### src/common/icache_ctrl_pkg.sv
////////////////////////////////////////////////////////////////////////////
// Instruction cache control unit shared definitions
// Core count, bus widths, register map and readback fill values
////////////////////////////////////////////////////////////////////////////

`default_nettype none

package icache_ctrl_pkg;

    // Number of cores with a private instruction cache
    localparam int NB_CORES = 4;

    // Bus and counter width
    localparam int DATA_W = 32;

    // Transaction id width on the register bus
    localparam int ID_W = 5;

    // Decoded register address bits
    localparam int ADDR_W = 8;

    typedef logic [DATA_W-1:0]   word_t;
    typedef logic [NB_CORES-1:0] core_vec_t;
    typedef logic [ADDR_W-1:0]   reg_addr_t;
    typedef logic [ID_W-1:0]     txn_id_t;

    // Register map, byte offsets
    localparam reg_addr_t REG_ENABLE     = 8'h00;
    localparam reg_addr_t REG_FLUSH      = 8'h04;
    localparam reg_addr_t REG_RSVD       = 8'h08;
    localparam reg_addr_t REG_CLEAR_CNT  = 8'h0C;
    localparam reg_addr_t REG_ENABLE_CNT = 8'h10;
    localparam reg_addr_t REG_HIT_SUM    = 8'h14;
    localparam reg_addr_t REG_TRANS_SUM  = 8'h18;
    localparam reg_addr_t REG_MISS_SUM   = 8'h1C;

    // Readback patterns for the reserved slot and unmapped offsets
    localparam word_t RSVD_VALUE     = 32'hBADD_A555;
    localparam word_t UNMAPPED_VALUE = 32'hDEAD_A555;

endpackage

`default_nettype wire

### src/common/cfg_access_if.sv
////////////////////////////////////////////////////////////////////////////
// Register access path from the control FSM to the register block
////////////////////////////////////////////////////////////////////////////

`timescale 1ns/1ps
`default_nettype none

interface cfg_access_if;

    import icache_ctrl_pkg::*;

    // Single cycle strobes, valid in the bus acceptance cycle
    logic      wr_en;
    logic      rd_en;
    reg_addr_t addr;
    word_t     wdata;

    // Sequencing requests from the FSM
    logic      clear_pulse;
    logic      flush_done;

    modport fsm (output wr_en, rd_en, addr, wdata, clear_pulse, flush_done);

    modport regs (input wr_en, rd_en, addr, wdata, clear_pulse, flush_done);

endinterface

`default_nettype wire

### src/common/ack_track_if.sv
////////////////////////////////////////////////////////////////////////////
// Handshake between the control FSM and the acknowledge tracker
////////////////////////////////////////////////////////////////////////////

`timescale 1ns/1ps
`default_nettype none

interface ack_track_if;

    // Collection windows and reset of the sticky bits
    logic listen_bypass;
    logic listen_flush;
    logic clear;

    // All cores settled
    logic bypass_done;
    logic flush_done_all;

    modport fsm (output listen_bypass, listen_flush, clear,
                 input bypass_done, flush_done_all);

    modport tracker (input listen_bypass, listen_flush, clear,
                     output bypass_done, flush_done_all);

endinterface

`default_nettype wire

### src/hw/icache_ctrl/icache_ack_tracker.sv
////////////////////////////////////////////////////////////////////////////
// Acknowledge tracker for per-core bypass and flush commands
////////////////////////////////////////////////////////////////////////////

`timescale 1ns/1ps
`default_nettype none

module icache_ack_tracker (
    input  wire logic                       clk_i,
    input  wire logic                       rst_ni,
    input  wire icache_ctrl_pkg::core_vec_t bypass_req_i,
    input  wire icache_ctrl_pkg::core_vec_t bypass_ack_i,
    input  wire icache_ctrl_pkg::core_vec_t flush_req_i,
    input  wire icache_ctrl_pkg::core_vec_t flush_ack_i,
    ack_track_if.tracker                    ack
);

    import icache_ctrl_pkg::*;

    core_vec_t bypass_settled;
    core_vec_t flush_settled;
    core_vec_t bypass_seen_q;
    core_vec_t flush_seen_q;

    // A core has settled once its acknowledge follows its request
    assign bypass_settled = ~(bypass_req_i ^ bypass_ack_i);

    // Cores without a flush request have nothing to acknowledge
    assign flush_settled = ~flush_req_i | flush_ack_i;

    always_ff @(posedge clk_i or negedge rst_ni)
    begin
        if (!rst_ni)
        begin
            bypass_seen_q <= '0;
            flush_seen_q  <= '0;
        end
        else if (ack.clear)
        begin
            bypass_seen_q <= '0;
            flush_seen_q  <= '0;
        end
        else
        begin
            if (ack.listen_bypass)
                bypass_seen_q <= bypass_seen_q | bypass_settled;
            if (ack.listen_flush)
                flush_seen_q <= flush_seen_q | (flush_req_i & flush_ack_i);
        end
    end

    // Current cycle counts too, so done can rise in the first wait cycle
    assign ack.bypass_done    = &(bypass_seen_q | bypass_settled);
    assign ack.flush_done_all = &(flush_seen_q | flush_settled);

    a_listen_exclusive: assert property (@(posedge clk_i) disable iff (!rst_ni)
        !(ack.listen_bypass && ack.listen_flush));

endmodule

`default_nettype wire

### src/hw/icache_ctrl/icache_ctrl_fsm.sv
////////////////////////////////////////////////////////////////////////////
// Control FSM of the instruction cache control unit
// Grants bus requests, sequences commands and returns responses
////////////////////////////////////////////////////////////////////////////

`timescale 1ns/1ps
`default_nettype none

module icache_ctrl_fsm (
    input  wire logic                       clk_i,
    input  wire logic                       rst_ni,
    input  wire logic                       req_i,
    input  wire icache_ctrl_pkg::reg_addr_t addr_i,
    input  wire logic                       wen_i,
    input  wire icache_ctrl_pkg::word_t     wdata_i,
    input  wire icache_ctrl_pkg::txn_id_t   id_i,
    output logic                            gnt_o,
    output logic                            r_valid_o,
    output icache_ctrl_pkg::txn_id_t        r_id_o,
    cfg_access_if.fsm                       cfg,
    ack_track_if.fsm                        ack
);

    import icache_ctrl_pkg::*;

    typedef enum logic [1:0] {
        IDLE,
        BYPASS_WAIT,
        FLUSH_WAIT,
        STAT_UPDATE
    } state_e;

    state_e  state_q;
    state_e  state_d;
    logic    accept;
    logic    resp_d;
    logic    r_valid_q;
    logic    is_clear_q;
    txn_id_t r_id_q;

    // Grant only while idle, wen_i high selects a read
    assign gnt_o  = (state_q == IDLE);
    assign accept = req_i && gnt_o;

    assign cfg.rd_en = accept && wen_i;
    assign cfg.wr_en = accept && !wen_i;
    assign cfg.addr  = addr_i;
    assign cfg.wdata = wdata_i;

    // Clear pulse only for a write to the clear-counter register
    assign cfg.clear_pulse = (state_q == STAT_UPDATE) && is_clear_q;

    assign ack.listen_bypass = (state_q == BYPASS_WAIT);
    assign ack.listen_flush  = (state_q == FLUSH_WAIT);

    // Flush register drops at the edge that raises the response
    assign cfg.flush_done = ack.listen_flush && ack.flush_done_all;

    always_comb
    begin
        state_d   = state_q;
        resp_d    = 1'b0;
        ack.clear = 1'b0;
        case (state_q)
            IDLE:
            begin
                if (cfg.rd_en)
                begin
                    resp_d = 1'b1;
                end
                else if (cfg.wr_en)
                begin
                    case (addr_i)
                        REG_ENABLE:     state_d = BYPASS_WAIT;
                        REG_FLUSH:      state_d = FLUSH_WAIT;
                        REG_CLEAR_CNT,
                        REG_ENABLE_CNT: state_d = STAT_UPDATE;
                        // Unmapped or read-only offset, answer right away
                        default:        resp_d  = 1'b1;
                    endcase
                end
            end
            BYPASS_WAIT:
            begin
                if (ack.bypass_done)
                begin
                    state_d   = IDLE;
                    resp_d    = 1'b1;
                    ack.clear = 1'b1;
                end
            end
            FLUSH_WAIT:
            begin
                if (ack.flush_done_all)
                begin
                    state_d   = IDLE;
                    resp_d    = 1'b1;
                    ack.clear = 1'b1;
                end
            end
            default:
            begin
                state_d = IDLE;
                resp_d  = 1'b1;
            end
        endcase
    end

    always_ff @(posedge clk_i or negedge rst_ni)
    begin
        if (!rst_ni)
        begin
            state_q    <= IDLE;
            r_valid_q  <= 1'b0;
            is_clear_q <= 1'b0;
        end
        else
        begin
            state_q   <= state_d;
            r_valid_q <= resp_d;
            if (cfg.wr_en)
            begin
                is_clear_q <= (addr_i == REG_CLEAR_CNT);
            end
        end
    end

    // Id of the accepted request, held until its response
    always_ff @(posedge clk_i)
    begin
        if (accept)
        begin
            r_id_q <= id_i;
        end
    end

    assign r_valid_o = r_valid_q;
    assign r_id_o    = r_id_q;

    // Grant stays low through a wait and comes back with its response
    a_gnt_held_until_resp: assert property (@(posedge clk_i) disable iff (!rst_ni)
        !gnt_o |=> (gnt_o == r_valid_o));

    a_resp_single: assert property (@(posedge clk_i) disable iff (!rst_ni)
        r_valid_o |=> !r_valid_o);

endmodule

`default_nettype wire

### src/hw/icache_ctrl/icache_ctrl_regs.sv
////////////////////////////////////////////////////////////////////////////
// Control registers of the instruction cache control unit
// Holds enable, flush and statistics controls, sums counters, reads back
////////////////////////////////////////////////////////////////////////////

`timescale 1ns/1ps
`default_nettype none

module icache_ctrl_regs (
    input  wire logic                   clk_i,
    input  wire logic                   rst_ni,
    cfg_access_if.regs                  cfg,
    input  wire icache_ctrl_pkg::word_t hit_count_i   [icache_ctrl_pkg::NB_CORES],
    input  wire icache_ctrl_pkg::word_t trans_count_i [icache_ctrl_pkg::NB_CORES],
    input  wire icache_ctrl_pkg::word_t miss_count_i  [icache_ctrl_pkg::NB_CORES],
    output icache_ctrl_pkg::core_vec_t  bypass_req_o,
    output icache_ctrl_pkg::core_vec_t  flush_req_o,
    output icache_ctrl_pkg::core_vec_t  clear_stat_o,
    output icache_ctrl_pkg::core_vec_t  enable_stat_o,
    output icache_ctrl_pkg::word_t      r_rdata_o
);

    import icache_ctrl_pkg::*;

    core_vec_t enable_q;
    core_vec_t flush_q;
    core_vec_t clear_q;
    core_vec_t enable_cnt_q;

    word_t hit_sum;
    word_t trans_sum;
    word_t miss_sum;
    word_t rd_mux;
    word_t rdata_q;

    // Register writes, the flush mask clears itself once all cores are done
    always_ff @(posedge clk_i or negedge rst_ni)
    begin
        if (!rst_ni)
        begin
            enable_q     <= '0;
            flush_q      <= '0;
            clear_q      <= '0;
            enable_cnt_q <= '0;
        end
        else
        begin
            if (cfg.flush_done)
            begin
                flush_q <= '0;
            end
            if (cfg.wr_en)
            begin
                case (cfg.addr)
                    REG_ENABLE:     enable_q     <= cfg.wdata[NB_CORES-1:0];
                    REG_FLUSH:      flush_q      <= cfg.wdata[NB_CORES-1:0];
                    REG_CLEAR_CNT:  clear_q      <= cfg.wdata[NB_CORES-1:0];
                    REG_ENABLE_CNT: enable_cnt_q <= cfg.wdata[NB_CORES-1:0];
                    default:        ;
                endcase
            end
        end
    end

    // An enabled cache is not bypassed
    assign bypass_req_o  = ~enable_q;
    assign flush_req_o   = flush_q;
    assign enable_stat_o = enable_cnt_q;
    assign clear_stat_o  = cfg.clear_pulse ? clear_q : '0;

    // Global statistics, wrapping modulo 2^DATA_W
    always_comb
    begin
        hit_sum   = '0;
        trans_sum = '0;
        miss_sum  = '0;
        for (int i = 0; i < NB_CORES; i++)
        begin
            hit_sum   = hit_sum + hit_count_i[i];
            trans_sum = trans_sum + trans_count_i[i];
            miss_sum  = miss_sum + miss_count_i[i];
        end
    end

    always_comb
    begin
        case (cfg.addr)
            REG_ENABLE:     rd_mux = word_t'(enable_q);
            REG_FLUSH:      rd_mux = word_t'(flush_q);
            REG_RSVD:       rd_mux = RSVD_VALUE;
            REG_CLEAR_CNT:  rd_mux = word_t'(clear_q);
            REG_ENABLE_CNT: rd_mux = word_t'(enable_cnt_q);
            REG_HIT_SUM:    rd_mux = hit_sum;
            REG_TRANS_SUM:  rd_mux = trans_sum;
            REG_MISS_SUM:   rd_mux = miss_sum;
            default:        rd_mux = UNMAPPED_VALUE;
        endcase
    end

    // Read data lines up with the response valid, zero otherwise
    always_ff @(posedge clk_i)
    begin
        rdata_q <= cfg.rd_en ? rd_mux : '0;
    end

    assign r_rdata_o = rdata_q;

    a_clear_single: assert property (@(posedge clk_i) disable iff (!rst_ni)
        (|clear_stat_o) |=> !(|clear_stat_o));

endmodule

`default_nettype wire

### src/hw/icache_ctrl/icache_ctrl_top.sv
////////////////////////////////////////////////////////////////////////////
// Instruction cache control unit
// Register bus slave that enables, bypasses and flushes per-core caches
////////////////////////////////////////////////////////////////////////////

`timescale 1ns/1ps
`default_nettype none

module icache_ctrl_top (
    input  wire logic                       clk_i,
    input  wire logic                       rst_ni,

    // Register bus
    input  wire logic                       req_i,
    input  wire icache_ctrl_pkg::reg_addr_t addr_i,
    input  wire logic                       wen_i,
    input  wire icache_ctrl_pkg::word_t     wdata_i,
    input  wire icache_ctrl_pkg::txn_id_t   id_i,
    output logic                            gnt_o,
    output logic                            r_valid_o,
    output icache_ctrl_pkg::txn_id_t        r_id_o,
    output icache_ctrl_pkg::word_t          r_rdata_o,

    // Per-core cache control
    output icache_ctrl_pkg::core_vec_t      bypass_req_o,
    input  wire icache_ctrl_pkg::core_vec_t bypass_ack_i,
    output icache_ctrl_pkg::core_vec_t      flush_req_o,
    input  wire icache_ctrl_pkg::core_vec_t flush_ack_i,
    output icache_ctrl_pkg::core_vec_t      clear_stat_o,
    output icache_ctrl_pkg::core_vec_t      enable_stat_o,

    // Per-core statistics counters
    input  wire icache_ctrl_pkg::word_t     hit_count_i   [icache_ctrl_pkg::NB_CORES],
    input  wire icache_ctrl_pkg::word_t     trans_count_i [icache_ctrl_pkg::NB_CORES],
    input  wire icache_ctrl_pkg::word_t     miss_count_i  [icache_ctrl_pkg::NB_CORES]
);

    cfg_access_if cfg_if ();
    ack_track_if  ack_if ();

    icache_ctrl_fsm fsm_i (
        .clk_i     (clk_i),
        .rst_ni    (rst_ni),
        .req_i     (req_i),
        .addr_i    (addr_i),
        .wen_i     (wen_i),
        .wdata_i   (wdata_i),
        .id_i      (id_i),
        .gnt_o     (gnt_o),
        .r_valid_o (r_valid_o),
        .r_id_o    (r_id_o),
        .cfg       (cfg_if.fsm),
        .ack       (ack_if.fsm)
    );

    icache_ctrl_regs regs_i (
        .clk_i         (clk_i),
        .rst_ni        (rst_ni),
        .cfg           (cfg_if.regs),
        .hit_count_i   (hit_count_i),
        .trans_count_i (trans_count_i),
        .miss_count_i  (miss_count_i),
        .bypass_req_o  (bypass_req_o),
        .flush_req_o   (flush_req_o),
        .clear_stat_o  (clear_stat_o),
        .enable_stat_o (enable_stat_o),
        .r_rdata_o     (r_rdata_o)
    );

    // The tracker watches the request outputs against the core acknowledges
    icache_ack_tracker tracker_i (
        .clk_i        (clk_i),
        .rst_ni       (rst_ni),
        .bypass_req_i (bypass_req_o),
        .bypass_ack_i (bypass_ack_i),
        .flush_req_i  (flush_req_o),
        .flush_ack_i  (flush_ack_i),
        .ack          (ack_if.tracker)
    );

endmodule

`default_nettype wire

### config.mk
export PLATFORM = sky130hd
export DESIGN_NAME = icache_ctrl_top
export DESIGN_NICKNAME = d
export VERILOG_FILES = /design/src/common/icache_ctrl_pkg.sv /design/src/common/cfg_access_if.sv /design/src/common/ack_track_if.sv /design/src/hw/icache_ctrl/icache_ack_tracker.sv /design/src/hw/icache_ctrl/icache_ctrl_fsm.sv /design/src/hw/icache_ctrl/icache_ctrl_regs.sv /design/src/hw/icache_ctrl/icache_ctrl_top.sv
export SDC_FILE = /design/constraint.sdc
export NUM_CORES = 1
export LEC_CHECK = 0
export BUFFER_PORTS_ARGS = -buffer_cell sky130_fd_sc_hd__buf_2
export CORE_AREA = 2 2 194 196
export DETAILED_ROUTE_END_ITERATION = 8
export DIE_AREA = 0 0 196 198
export HOLD_SLACK_MARGIN = 0.1
export PLACE_DENSITY_LB_ADDON = 0.08
export SLEW_MARGIN = 40
export SYNTH_ARGS = -nofsm -noshare
export SYNTH_HDL_FRONTEND = slang
export SYNTH_SLANG_ARGS = --single-unit
export TNS_END_PERCENT = 10
### constraint.sdc
create_clock -name clk_i -period 2.1 [get_ports clk_i]
set_input_delay 0.105 -clock clk_i [delete_from_list [all_inputs] [get_ports clk_i]]
set_output_delay 0.105 -clock clk_i [all_outputs]
set_load 0.05 [all_outputs]
; After elaboration in Yosys (flattened, before gate mapping)
; Index checks and enable logic that the tools add are counted.
; W data, S select, Z words.
[word_totals]
register_bits = 65
output_inout_bits = 55
[classes]
n_addsub = 9
n_eq_ne = 15
mux = 22
bitwise = 9
reduce_logical = 18
[op_table]
columns = operator, count
row1 = $add A32 B32 Y32, 9
row2 = $pmux W32 S8, 1
row3 = $eq A8 B5 Y1 const B, 4
row4 = $mux W4, 8
row5 = $eq A8 B4 Y1 const B, 2
row6 = $or A4 B4 Y4, 4
row7 = $not A4 Y4, 3
row8 = $pmux W2 S3, 2
row9 = $eq A8 B3 Y1 const B, 1
row10 = $logic_not A8 Y1, 1
row11 = $mux W2, 4
row12 = $reduce_and A4 Y1, 2
row13 = $ne A2 B2 Y1 const B, 3
row14 = $reduce_and A2 Y1, 3
row15 = $logic_and A1 B1 Y1, 5
row16 = $mux W1, 5
row17 = $reduce_and A5 Y1, 1
row18 = $and A4 B4 Y4, 1
row19 = $eq A2 B2 Y1 const B, 2
row20 = $ne A4 B4 Y1 const B, 1
row21 = $reduce_bool A2 Y1, 2
row22 = $reduce_or A4 Y1, 1
row23 = $xor A4 B4 Y4, 1
row24 = $pmux W1 S3, 1
row25 = 6 further kinds, 6

; Depth between registers and ports, before layout
[depth]
word_depth = 8
mapped_depth = 16
ltp_nobuf = 16

; Hierarchy
; Synthesis repeated with hierarchy kept, for this count alone.
[hier_totals]
cells_unflattened = 1806
area_unflattened_um2 = 14208.6
[by_module_without_submodules]
columns = module, n_inst, cells_per_inst, area_each_um2, seq_area_each_um2
row1 = icache_ctrl_regs, 1, 1678, 12988.7, 1041.0
row2 = icache_ctrl_fsm, 1, 90, 849.6, 250.2
row3 = icache_ack_tracker, 1, 38, 370.4, 200.2

; Least setup slack after synthesis
; OpenSTA, ideal clock, no wires.
[synth_timing]
path_kind = input-to-reg
from = input hit_count_i[1] (netlist name)
to = register regs_i.rdata_q[25] (netlist: regs_i.r_rdata_o[25])
arrival_ns = 3.374
t_required_ns = 1.972
setup_slack_ns = -1.402
path_stages = 16
n_path_buf = 0
cell_sequence = inv_1 fa_1 fa_1 inv_1 ha_1 inv_1 fa_1 nor2b_4 o31a_1 a41o_1 a2111oi_4 o41ai_2 a221oi_2 xnor2_1 a221oi_2 a31oi_1
[synth_via]
elab_chain_len = 2
[synth_lines]
columns = item, line
row1 = from (decl), icache_ctrl_top.sv:33  ; input wire icache_ctrl_pkg::word_t hit_count_i [icache_ctrl_pkg::NB_CORES],
row2 = $add A32 B32 Y32, icache_ctrl_regs.sv:79  ; hit_sum = hit_sum + hit_count_i[i];
row3 = $pmux W32 S8, icache_ctrl_regs.sv:87  ; case (cfg.addr)
row4 = to (signal assigned), icache_ctrl_regs.sv:103  ; rdata_q <= cfg.rd_en ? rd_mux : '0;
row5 = to (decl), icache_ctrl_regs.sv:34  ; word_t rdata_q;
; Every way passes these cells.
; A chain may end at the register's enable or synchronous reset.

; Final worst setup path
; Ends and elaborated chain as after synthesis.

==> summary.txt <==
Setup path
  • Crit path kind: in -> reg
  • Startpoint Class: primary input
  • CP max stage cell: fa_1
  • RR Endpoint: regs_i.enable_stat_o[1]
  • Crit-path cells: buf_8 -> inv_8 -> fa_1 -> fa_1 -> inv_1 -> ha_2 -> inv_2 -> fa_2 -> nor2b_4 -> o31a_1 -> a41o_1 -> a2111oi_4 -> o41ai_4 -> a221oi_2 -> xnor2_1 -> a221oi_2 -> a31oi_1
  • FF-to-FF Start: fsm_i.state_q[0]
  • Worst-path maximum fanout: 3
  • WP data required: 2.32 ns
  • Crit path largest cell delay: 0.50 ns
  • Cells on worst reg2reg path: 6
  • CP arrival: 3.68 ns
  • R2R Setup Slk: 0.19 ns
  • Endpoint type of the worst setup path: flip-flop

Die
  • Io pins: 496
  • Effective utilization at floorplan: 0.3687
  • Die height: 198 um
  • Row count: 71
  • Core ar.: 36,960 um^2
  • Die X: 196 um
  • DIE AREA: 38,810 um^2

Timing
  • Unrepaired setup endpoints after global routing: yes
  • Relative slew slack: 0.5565
  • Worst clock skew: 0.007855 ns
  • Final Hold Vio Count: 0
  • Minimum clock period: 3.461 ns
  • Setup tns final: -26.91 ns
  • Worst slew pin tran: 0.6584 ns
  • Final Setup Violations: 30
  • Worst setup slack after layout: -1.361 ns
  • Slew Limit Fails: 0
  • Fmax: 289.0 MHz
  • Final period utilization: 1.648

Synthesis
  • Compound-gate portion of the synthesized area: 0.1898
  • Largest family of logic cells by synthesized area: adder cells
  • Syn Area/Cell: 7.904 um^2
  • Top cells by area, synth: fa_1 (27%), inv_1 (15%), ha_1 (8.9%)
  • Yosys top cell area share: 0.2733
  • FFs w/ async S/R, synth: 0.4308
  • Cell variety after synth: 69
  • Main flop type after synthesis: dfxtp_1
  • Yosys Warn Count: 0
  • Area leader, netlist: fa_1
  • Syn_nets: 2,448
  • Number of synthesized flops with an enable pin: 5
  • Synth top cells by count: inv_1 (540), fa_1 (186), ha_1 (97)
  • Syn Inst Count: 1,724
  • Synthesized-area fraction occupied by adder cells: 0.3623
  • FF+latch count, synth: 65
  • Mapped cell area: 13,630 um^2
  • Simple-gate area share of the yosys netlist: 0.1053
  • Mux cell area share after synthesis: 0.01460
  • Post-synthesis xor/xnor area fraction: 0.05656
  • Most common cell in the synthesized netlist: inv_1
  • Post-synthesis sequential area ratio: 0.1094

CTS
  • Clock Pin Slew Worst Setup and Hold Paths: 0.06 ns
  • # H-tree levels: 3
  • Num CTS Buffers: 9
  • TritonCTS clock tree: built
  • Clk sink count: 65
  • Worst-Skew Late Latency: 0.35 ns
  • CTS Root Cell: clkbuf_16
  • Deepest clock path buffer count: 2

Cells and area
  • Register area: 1491 um^2
  • # diodes: 0
  • Util after Layout: 0.5327
  • Number of fill cells: 3,723
  • Multi-input logic area: 10,400 um^2
  • Finished Cell Area: 19,690 um^2
  • Final std cells w/o fill: 2,959
  • Final net count: 3,204
  • Layout cells sized above 1: 0.3614
  • Area grow syn2layout: 44.48%

Global routing
  • Global-route wire length before repair: 70.84 mm
  • Antenna violations before repair: 0
  • Largest net degree at the start of global routing: 29
  • Total GRT Usage: 0.2285
  • Grt total ovfl: 0
  • Vias in the first global route: 14,450

Power
  • Leakage: 11.32 nW
  • Max VDD drop: 0.0004067 V
  • Pwr per Cell Area: 818.3 nW/um^2
  • Power, Total: 16.11 mW

Min path
  • Min-delay worst type: in -> reg
  • Worst min-delay path endpoint: tracker_i.bypass_seen_q[3]
  • Cells on Worst Hold Path: 4
  • Hold_sp: bypass_ack_i[3]

Placed design
  • # port buffers: 467
  • Detailed-placement wirelength estimate: 39.23 mm
  • Area after DPL: 18,740 um^2
  • GP Congestion: 0.8656
  • DP Cell Count: 2,922

Flow run
  • Max Cap Violations: 0

Routing
  • Starting DRT DRC Count: 473
  • DR pass1 iterations: 7
  • Post-route DRC: 0
  • DR WL/cell: 14.87 um
  • Vias per cell: 4.740
  • Vias: 14,030
  • Antenna-violating nets left: 0
  • Drt total wl: 43.99 mm

Status
  • Status: finished, violations left
  • Failing checks: setup timing
[where the power goes]
part	internal, mW	switching [mW]	total [mW]	leakage, nW
clock	0.881	0.628	1.51	0.145
combinational	6.32	6.79	13.1	10.5
sequential	1.40	0.0789	1.48	0.682
[metrics by stage]
step,worst slack [ns],hold WS (ns)
CTS,-1.361,0.1277
detailed placement,-1.799,0.1632
global route,-1.488,0.1756
global placement,-1.681,0.1584
floorplan,-1.266,-0.1906
finish,-1.361,0.1360
[flip-flops by register name, indices dropped and copies added (netlist names)]
signal,cells
fsm_i.r_id_o,5
tracker_i.bypass_seen_q,4
regs_i.clear_q,4
regs_i.enable_stat_o,4
fsm_i.state_q,2
regs_i.enable_q,4
fsm_i.is_clear_q,1
regs_i.flush_req_o,4
tracker_i.flush_seen_q,4
fsm_i.r_valid_o,1
regs_i.r_rdata_o,32
[worst max-delay path: cells and delay by family]
family,cells,cell delay [ns]
adder cells (fa/ha/maj),4,1.39
AND/OR/NAND/NOR,1,0.04
AO/OA/AOI/OAI,7,1.80
buffers and inverters,4,0.19
XOR/XNOR,1,0.15
[repair_timing]
action	4_1_cts	5_1_grt
endpoints found under the setup margin	30	30
resized for setup	65	33
endpoints found under the hold margin	53	0
hold buffers	15	0
pin swaps	33	21
buffers inserted	5	2
gates cloned	0	0
[metal layers]
layer / GRT usage / routed length, um
met5: 0 / 0
met4: 0.04489 / 799
met3: 0.03100 / 2068
met2: 0.4286 / 22350
met1: 0.2794 / 18780
[final cells by class]
class,count,area share
inverter,540,0.1037
clock buffer,10,0.01271
sequential,65,0.07575
multi-input combinational,1074,0.5284
tap,474,0.03012
timing repair buffer,790,0.2469
clock inverter,6,0.002415
[cell families after synthesis]
logic type                 count (synthesis)
adders and majority gates                283
buffers and inverters                    585
AOI/OAI and AO/OA                        385
muxes                                     18
and+or+nand+nor                          300
DFF                                       65
xor gates and xnor gates                  88
[cell usage in the layout, fill, tap and decap left out, types with 16 or more instances in the layout]
cell type	n
fa_1	183
o21ai_0	48
a21oi_1	86
a31oi_1	22
ha_1	94
nand3_1	30
buf_2	465
xor2_1	31
nor2_1	72
xnor2_1	47
a21o_1	64
dfrtp_1	28
nand4_1	17
nand2_1	93
buf_4	303
nor3_1	20
inv_1	533
dfxtp_1	32
a211oi_1	16
[worst max-delay path by stage]
| stage | from | to | slack [ns] | depth (start not counted) |
|---|---|---|---|---|
| floorplan | miss_count_i[1] | regs_i.r_rdata_o[25] | -1.27 | 16 |
| global placement | hit_count_i[1] | regs_i.r_rdata_o[25] | -1.68 | 17 |
| detailed placement | hit_count_i[1] | regs_i.r_rdata_o[25] | -1.80 | 17 |
| CTS | hit_count_i[1] | regs_i.r_rdata_o[25] | -1.36 | 17 |
| global route | hit_count_i[1] | regs_i.r_rdata_o[25] | -1.49 | 17 |
| finish | hit_count_i[1] | regs_i.r_rdata_o[25] | -1.36 | 17 |
No activity file was read; power rests on OpenSTA's default activity.
